$ cat config.mk
export PLATFORM = sky130hd
export DESIGN_NAME = nbr_update_top
export DESIGN_NICKNAME = d
export VERILOG_FILES = /design/src/rtl/nbr_pkg.sv /design/src/rtl/nbr_table_mem.sv /design/src/rtl/nbr_update_fsm.sv /design/src/rtl/nbr_update_top.sv
export SDC_FILE = /design/constraint.sdc
export NUM_CORES = 1
export LEC_CHECK = 0
export BUFFER_PORTS_ARGS = -buffer_cell sky130_fd_sc_hd__buf_2
export CORE_MARGIN = 2
export CORE_UTILIZATION = 62
export CTS_BUF_LIST = sky130_fd_sc_hd__clkbuf_4 sky130_fd_sc_hd__clkbuf_8
export DETAILED_ROUTE_END_ITERATION = 10
export PLACE_DENSITY = 0.81
export SETUP_SLACK_MARGIN = 0.02
export SLEW_MARGIN = 20
export SYNTH_ARGS = -nofsm -noshare
export SYNTH_HDL_FRONTEND = slang
export SYNTH_HIERARCHICAL = 1
export SYNTH_SLANG_ARGS = --single-unit
$ cat constraint.sdc
create_clock -name clk -period 10.3 [get_ports clk]
set_input_delay 1.545 -clock clk [delete_from_list [all_inputs] [get_ports clk]]
set_output_delay 1.545 -clock clk [all_outputs]
set_load 0.03 [all_outputs]
$ cat src/rtl/nbr_pkg.sv
package nbr_pkg;

    // id and hop widths
    localparam int ID_W   = 16;      // node and cluster-head ids
    localparam int HOPS_W = 8;       // hop count to sink

    // table sizes
    localparam int NBR_DEPTH = 8;    // neighbor entries
    localparam int CH_DEPTH  = 4;    // known cluster heads

    // one extra bit so a count can hold the full depth
    localparam int NBR_IDX_W = $clog2(NBR_DEPTH + 1);  // 4 bits
    localparam int CH_IDX_W  = $clog2(CH_DEPTH + 1);   // 3 bits

    // packet type field, 3 bits wide like the radio header
    typedef enum logic [2:0] {
        PKT_HELLO     = 3'd0,
        PKT_CH_ADVERT = 3'd1
    } pkt_type_e;

    // received packet as seen by the updater
    typedef struct packed {
        logic [ID_W-1:0]   src_id;   // sender
        logic [HOPS_W-1:0] hops;     // sender's hop count
        pkt_type_e         pkt_type;
        logic [ID_W-1:0]   ch_id;    // advertised cluster head, adverts only
    } nbr_pkt_t;

    // one neighbor table row
    typedef struct packed {
        logic [ID_W-1:0]   id;
        logic [HOPS_W-1:0] hops;
    } nbr_entry_t;

    typedef enum logic [1:0] {
        RES_NEW     = 2'd0,          // appended
        RES_UPDATED = 2'd1,          // hops overwritten
        RES_DROPPED = 2'd2           // table full
    } upd_result_e;

    // per-packet outcome, held from done to next start
    typedef struct packed {
        upd_result_e result;
        logic        ch_added;       // ch_id went into the known-CH list
    } upd_status_t;

    // which table the consumer port reads
    typedef enum logic {
        SEL_NBR = 1'b0,
        SEL_CH  = 1'b1
    } tbl_sel_e;

endpackage

$ cat src/rtl/nbr_table_mem.sv
`timescale 1ns/1ps

// register array, one write port, two registered read ports
module nbr_table_mem #(
    parameter int DEPTH = 8,
    parameter int WIDTH = 24,
    localparam int IW = $clog2(DEPTH + 1)   // index width, same as the count width
) (
    input  logic             clk,
    input  logic             wr_en,
    input  logic [IW-1:0]    wr_index,
    input  logic [WIDTH-1:0] wr_data,
    input  logic [IW-1:0]    search_index,  // fsm side
    input  logic [IW-1:0]    rd_index,      // consumer side
    output logic [WIDTH-1:0] search_data,
    output logic [WIDTH-1:0] rd_data
);

    localparam int AW = $clog2(DEPTH);                     // address bits into the array
    localparam logic [IW-1:0] DEPTH_IDX = IW'(DEPTH);      // first out of range index

    logic [WIDTH-1:0] mem [DEPTH];

    // out of range reads give zero instead of aliasing
    function automatic logic [WIDTH-1:0] read_at(input logic [IW-1:0] idx);
        read_at = (idx < DEPTH_IDX) ? mem[idx[AW-1:0]] : '0;
    endfunction

    always_ff @(posedge clk) begin
        if (wr_en) begin
            mem[wr_index[AW-1:0]] <= wr_data;  // fsm never writes at or past depth
        end
    end

    // both ports sample before the write lands, so same index reads old data
    always_ff @(posedge clk) begin
        search_data <= read_at(search_index);
        rd_data     <= read_at(rd_index);
    end

endmodule

$ cat src/rtl/nbr_update_fsm.sv
`timescale 1ns/1ps

// one packet at a time: latch, search neighbors, then known chs for adverts, report
module nbr_update_fsm
    import nbr_pkg::*;
(
    input  logic                 clk,
    input  logic                 nrst,
    input  logic                 start,
    input  nbr_pkt_t             pkt,
    input  nbr_entry_t           nbr_search_data,   // one cycle after nbr_search_index
    input  logic [ID_W-1:0]      ch_search_data,    // one cycle after ch_search_index
    output logic                 busy,
    output logic                 done,
    output upd_status_t          status,
    output logic [NBR_IDX_W-1:0] nbr_count,
    output logic [CH_IDX_W-1:0]  ch_count,
    output logic                 nbr_wr_en,
    output logic [NBR_IDX_W-1:0] nbr_wr_index,
    output nbr_entry_t           nbr_wr_data,
    output logic [NBR_IDX_W-1:0] nbr_search_index,
    output logic                 ch_wr_en,
    output logic [CH_IDX_W-1:0]  ch_wr_index,
    output logic [ID_W-1:0]      ch_wr_data,
    output logic [CH_IDX_W-1:0]  ch_search_index
);

    typedef enum logic [2:0] {
        S_IDLE,      // waiting for start
        S_NBR_CHK,   // n at end of table? else issue read
        S_NBR_CMP,   // compare returned id
        S_CH_CHK,    // k at end of list? else issue read
        S_CH_CMP     // compare returned ch id
    } state_e;

    localparam logic [NBR_IDX_W-1:0] NBR_FULL = NBR_IDX_W'(NBR_DEPTH);
    localparam logic [CH_IDX_W-1:0]  CH_FULL  = CH_IDX_W'(CH_DEPTH);

    state_e               state_q, state_d;
    nbr_pkt_t             pkt_q, pkt_d;          // latched packet
    logic [NBR_IDX_W-1:0] n_q, n_d;              // neighbor search index
    logic [CH_IDX_W-1:0]  k_q, k_d;              // ch search index
    logic [NBR_IDX_W-1:0] nbr_count_q;
    logic [CH_IDX_W-1:0]  ch_count_q;
    logic                 nbr_pend_q, nbr_pend_d; // neighbor appended, count bumps at done
    upd_status_t          status_q, status_d;
    logic                 done_q;
    logic                 nbr_end;               // neighbor phase finished this cycle
    logic                 finish;                // last cycle of the packet

    always_comb begin
        state_d    = state_q;
        pkt_d      = pkt_q;
        n_d        = n_q;
        k_d        = k_q;
        nbr_pend_d = nbr_pend_q;
        status_d   = status_q;
        nbr_end    = 1'b0;
        finish     = 1'b0;

        // write data is always the latched packet, only the enables move
        nbr_wr_en        = 1'b0;
        nbr_wr_index     = n_q;
        nbr_wr_data.id   = pkt_q.src_id;
        nbr_wr_data.hops = pkt_q.hops;
        ch_wr_en         = 1'b0;
        ch_wr_index      = k_q;
        ch_wr_data       = pkt_q.ch_id;

        case (state_q)
            S_IDLE: begin
                if (start) begin               // classify: take the packet
                    pkt_d             = pkt;
                    n_d               = '0;
                    k_d               = '0;
                    nbr_pend_d        = 1'b0;
                    status_d.ch_added = 1'b0;
                    state_d           = S_NBR_CHK;
                end
            end
            S_NBR_CHK: begin
                if (n_q == nbr_count_q) begin  // searched everything, not found
                    nbr_end = 1'b1;
                    if (nbr_count_q == NBR_FULL) begin
                        status_d.result = RES_DROPPED;
                    end else begin
                        nbr_wr_en       = 1'b1;   // append at n == count
                        nbr_pend_d      = 1'b1;
                        status_d.result = RES_NEW;
                    end
                end else begin
                    state_d = S_NBR_CMP;       // read of entry n goes out now
                end
            end
            S_NBR_CMP: begin
                if (nbr_search_data.id == pkt_q.src_id) begin
                    nbr_wr_en       = 1'b1;    // same row, new hops
                    status_d.result = RES_UPDATED;
                    nbr_end         = 1'b1;
                end else begin
                    n_d     = n_q + 1'b1;
                    state_d = S_NBR_CHK;
                end
            end
            S_CH_CHK: begin
                if (k_q == ch_count_q) begin   // ch id is new
                    finish = 1'b1;
                    if (ch_count_q != CH_FULL) begin
                        ch_wr_en          = 1'b1;
                        status_d.ch_added = 1'b1;
                    end
                end else begin
                    state_d = S_CH_CMP;
                end
            end
            S_CH_CMP: begin
                if (ch_search_data == pkt_q.ch_id) begin
                    finish = 1'b1;             // already known, nothing to add
                end else begin
                    k_d     = k_q + 1'b1;
                    state_d = S_CH_CHK;
                end
            end
            default: begin
                state_d = S_IDLE;
            end
        endcase

        // adverts go on to the ch list, everything else is done
        if (nbr_end) begin
            if (pkt_q.pkt_type == PKT_CH_ADVERT) begin
                state_d = S_CH_CHK;
            end else begin
                finish = 1'b1;
            end
        end
        if (finish) begin
            state_d = S_IDLE;
        end
    end

    always_ff @(posedge clk) begin
        if (!nrst) begin
            state_q     <= S_IDLE;
            n_q         <= '0;
            k_q         <= '0;
            nbr_count_q <= '0;
            ch_count_q  <= '0;
            nbr_pend_q  <= 1'b0;
            status_q    <= '{result: RES_NEW, ch_added: 1'b0};
            done_q      <= 1'b0;
        end else begin
            state_q    <= state_d;
            n_q        <= n_d;
            k_q        <= k_d;
            nbr_pend_q <= nbr_pend_d;
            status_q   <= status_d;
            done_q     <= finish;              // single pulse, state is back in idle
            if (finish) begin                  // counts move together with done
                nbr_count_q <= nbr_count_q + NBR_IDX_W'(nbr_pend_d);
            end
            if (ch_wr_en) begin                // ch append is always the finishing step
                ch_count_q <= ch_count_q + 1'b1;
            end
        end
    end

    always_ff @(posedge clk) begin
        pkt_q <= pkt_d;
    end

    assign busy             = (state_q != S_IDLE);  // low again in the done cycle
    assign done             = done_q;
    assign status           = status_q;
    assign nbr_count        = nbr_count_q;
    assign ch_count         = ch_count_q;
    assign nbr_search_index = n_q;                  // held through the compare state
    assign ch_search_index  = k_q;

endmodule

$ cat src/rtl/nbr_update_top.sv
`timescale 1ns/1ps

// neighbor table updater: control fsm plus neighbor and known-ch storage
module nbr_update_top
    import nbr_pkg::*;
(
    input  logic                       clk,
    input  logic                       nrst,
    input  logic                       start,
    input  nbr_pkt_t                   pkt,
    input  tbl_sel_e                   rd_sel,
    input  logic [NBR_IDX_W-1:0]       rd_index,
    output logic                       busy,
    output logic                       done,
    output upd_status_t                status,
    output logic [NBR_IDX_W-1:0]       nbr_count,
    output logic [CH_IDX_W-1:0]        ch_count,
    output logic [ID_W+HOPS_W-1:0]     rd_data
);

    localparam logic [CH_IDX_W-1:0] CH_OOR = CH_IDX_W'(CH_DEPTH);  // reads back zero

    // fsm to neighbor table
    logic                 nbr_wr_en;
    logic [NBR_IDX_W-1:0] nbr_wr_index;
    nbr_entry_t           nbr_wr_data;
    logic [NBR_IDX_W-1:0] nbr_search_index;
    nbr_entry_t           nbr_search_data;
    logic [ID_W+HOPS_W-1:0] nbr_rd_data;

    // fsm to ch list
    logic                 ch_wr_en;
    logic [CH_IDX_W-1:0]  ch_wr_index;
    logic [ID_W-1:0]      ch_wr_data;
    logic [CH_IDX_W-1:0]  ch_search_index;
    logic [ID_W-1:0]      ch_search_data;
    logic [CH_IDX_W-1:0]  ch_rd_index;
    logic [ID_W-1:0]      ch_rd_data;

    tbl_sel_e             rd_sel_q;        // lines up with the memory read latency

    nbr_update_fsm u_fsm (
        .clk              (clk),
        .nrst             (nrst),
        .start            (start),
        .pkt              (pkt),
        .nbr_search_data  (nbr_search_data),
        .ch_search_data   (ch_search_data),
        .busy             (busy),
        .done             (done),
        .status           (status),
        .nbr_count        (nbr_count),
        .ch_count         (ch_count),
        .nbr_wr_en        (nbr_wr_en),
        .nbr_wr_index     (nbr_wr_index),
        .nbr_wr_data      (nbr_wr_data),
        .nbr_search_index (nbr_search_index),
        .ch_wr_en         (ch_wr_en),
        .ch_wr_index      (ch_wr_index),
        .ch_wr_data       (ch_wr_data),
        .ch_search_index  (ch_search_index)
    );

    nbr_table_mem #(
        .DEPTH (NBR_DEPTH),
        .WIDTH ($bits(nbr_entry_t))
    ) u_nbr_mem (
        .clk          (clk),
        .wr_en        (nbr_wr_en),
        .wr_index     (nbr_wr_index),
        .wr_data      (nbr_wr_data),
        .search_index (nbr_search_index),
        .rd_index     (rd_index),
        .search_data  (nbr_search_data),
        .rd_data      (nbr_rd_data)
    );

    // clamp wide indices so they miss instead of wrapping onto a low entry
    assign ch_rd_index = (rd_index >= NBR_IDX_W'(CH_DEPTH)) ? CH_OOR
                                                           : rd_index[CH_IDX_W-1:0];

    nbr_table_mem #(
        .DEPTH (CH_DEPTH),
        .WIDTH (ID_W)
    ) u_ch_mem (
        .clk          (clk),
        .wr_en        (ch_wr_en),
        .wr_index     (ch_wr_index),
        .wr_data      (ch_wr_data),
        .search_index (ch_search_index),
        .rd_index     (ch_rd_index),
        .search_data  (ch_search_data),
        .rd_data      (ch_rd_data)
    );

    always_ff @(posedge clk) begin
        if (!nrst) begin
            rd_sel_q <= SEL_NBR;
        end else begin
            rd_sel_q <= rd_sel;
        end
    end

    // ch ids come out zero extended in the low bits
    assign rd_data = (rd_sel_q == SEL_CH) ? {{HOPS_W{1'b0}}, ch_rd_data} : nbr_rd_data;

endmodule

==> impl_metrics.tcl <==
set metrics [dict create \
    postSynthAreaPerCell_sq_um 17.3 \
    placed_area_sq_mm 0.0166 \
    cts.sinks 394 \
    criticalPathCategory "flip-flop to flip-flop" \
    seqCellArea_sq_mm 0.0109 \
    final-setup-viol-count 0 \
    status "finished clean" \
    skew_ps 28.8 \
    crit_arrival_ps 4020 \
    finalSetupTns_ps 0 \
    final_nets 1072 \
    grt_remaining_overflow 0 \
    r2r_cells 8 \
    antenna_left 0 \
    grt_first_pass_wirelength_um 49600 \
    rrSetupSlack_ps 6580 \
    power.leakage_nw 6.21 \
    rr_startpoint "u_fsm/nbr_wr_data[17]$_DFFE_PP_" \
    insertion_delay_ps 610 \
    wl_um 32700 \
    cts_tree "built" \
    multi_input_area_sq_mm 0.00475 \
    p_total_mw 3.40 \
    grt_pass1_vias 8697 \
    fmax_mhz 269 \
    detail_route.vias_per_cell 6.01 \
    rsz0062_at_grt "no" \
    finalHoldViolCount 0 \
    diodes 0 \
    fillers 1711 \
    cts_setup_buffers 0 \
    hold_path_end "u_fsm/status[0]$_SDFFE_PN0P_" \
    drive_gt1_share_pct 30.7 \
    hold_path.class "flip-flop to flip-flop" \
    place_inst 1288 \
    rows 59 \
    cp_slowest_cell "nor2_2" \
    worstReg2RegEnd "u_nbr_mem/mem[7][21]$_DFFE_PP_" \
    path_clk_slew_ps 60 \
    ios 87 \
    power_frac_comb_pct 6.2 \
    p_switching_mw 0.757 \
    routabilityCongestion 0.799 \
    syn_area_sq_mm 0.0164 \
    path_buf_inv 1 \
    die_w_um 167 \
    dr.pass1.iters 5 \
    clkPwrFrac_pct 39.8 \
    port_buffers 86 \
    startpoint_type "flip-flop" \
    yosys_warnings 6 \
    startpoint "u_fsm/nbr_wr_data[17]$_DFFE_PP_" \
    cts_buffers 60 \
    mostFrequentLayoutCell "edfxtp_1" \
    wl_per_cell_um 23.3 \
    dp_hpwl_um 19700 \
    die_height_um 167 \
    final_cell_mix "edfxtp_1 (299), mux2i_1 (109), dfxtp_1 (93)" \
    drt_iter0_markers 657 \
    grtUsageTotal_pct 23.5 \
    fin_crit_sh_pct 36.1 \
    tightest_slew_ps 1050 \
    p_int_mw 2.64 \
    p_seq_share_pct 53.9 \
    h-tree-depth 2 \
    cp_top_family "simple AND/OR/NAND/NOR gates" \
    max_cap_viol_count 0 \
    end_kind "flip-flop" \
    crit_fanout 13 \
    cts_hold_buffers 0 \
    synth_cells 949 \
    switching_share_pct 22.3 \
    relSlewSlack_pct 30.1 \
    synth_nets 1006 \
    required_ps 10600 \
    critPathMaxStageDelay_ps 760 \
    dieArea_sq_mm 0.0278 \
    clockRootBuffer "clkbuf_8" \
    instances_no_fill 1400 \
    drc_errors 0 \
    drv_slew 0 \
    vdd_drop_max_mv 0.142 \
    final_area_sq_mm 0.0179 \
    power_density_mw_per_mm2 190 \
    num_vias 8417 \
    layout_min_cycle_time_ps 3720 \
    grt_max_degree 52 \
    cts_resized 0 \
    cts_buffer_depth 3 \
    fp.coreArea_sq_mm 0.0260 \
    path_cells "xor2_1 > nor4_2 > nand4_2 > nor4b_2 > o21bai_1 > nand2_1 > nor2_2 > buf_4" \
    syn_to_final_growth_pct 9.31 \
    whs_path_depth 2 \
    antenna_found_initial 0 \
    start_util_pct 63.1 \
    hold_start "u_fsm/status[0]$_SDFFE_PN0P_" \
]
## how the worst max path moves through the flow
stage	end	slack (ps)	depth (start not counted)
after floorplan	u_nbr_mem/mem[0][0]$_DFFE_PP_	6530	6
after global placement	u_ch_mem/rd_data[10]$_SDFF_PP0_	6640	5
after detailed placement	u_ch_mem/rd_data[9]$_SDFF_PP0_	6580	5
after CTS	u_nbr_mem/mem[7][23]$_DFFE_PP_	6590	8
after global routing	u_nbr_mem/mem[7][13]$_DFFE_PP_	6400	7
final	u_nbr_mem/mem[7][21]$_DFFE_PP_	6580	8
## power groups by stage
stage / Combinational [mW] / Sequential [mW] / Clock, mW
after CTS: 0.214 / 1.83 / 1.38
after global routing: 0.227 / 1.84 / 1.45
after global placement: 0.210 / 1.86 / 0
final: 0.212 / 1.83 / 1.35
after detailed placement: 0.213 / 1.87 / 0
after floorplan: 0.189 / 1.84 / 0
## through the flow
step                worst slack, ps  hold slack, ps  util, %
CTS                            6590             475     69.0
floorplan                      6530             480        -
global route                   6400             481     69.0
finish                         6580             469     69.0
global placement               6640             449     64.0
detailed placement             6580             460     64.0
## registers in the layout (all words and copies together), names as in the netlist
name                    count
rd_sel_q                    1
u_ch_mem/mem               64
u_ch_mem/rd_data           16
u_ch_mem/search_data       16
u_fsm/ch_count              3
u_fsm/ch_search_index       3
u_fsm/ch_wr_data           16
u_fsm/done                  1
u_fsm/nbr_count             4
u_fsm/nbr_pend_q            1
u_fsm/nbr_search_index      4
u_fsm/nbr_wr_data          24
u_fsm/pkt_q                 3
u_fsm/state_q               3
u_fsm/status                3
u_nbr_mem/mem             192
u_nbr_mem/rd_data          24
u_nbr_mem/search_data      16
## final cells by class
| class | count | share of cell area [%] |
|---|---|---|
| clock buffer | 91 | 6.22 |
| tap | 335 | 2.34 |
| multi-input combinational | 450 | 26.5 |
| clock inverter | 21 | 1.03 |
| sequential | 394 | 60.7 |
| inverter | 8 | 0.167 |
| timing repair buffer | 101 | 3.04 |
## worst min-delay path, stage by stage (launching register included)
cell and delay [ps]:
dfxtp_1 320, nor2_1 40, nor2_1 70
## per-layer routing
layer	routed length (um)	vias to the layer above	global-route usage (%)
met4	804	0	8.06
li1	-	3762	-
met3	2310	61	4.54
met2	16200	320	39.2
met1	13300	4274	31.4
met5	0	-	0
Note: power is estimated with default switching activity, not from simulation.
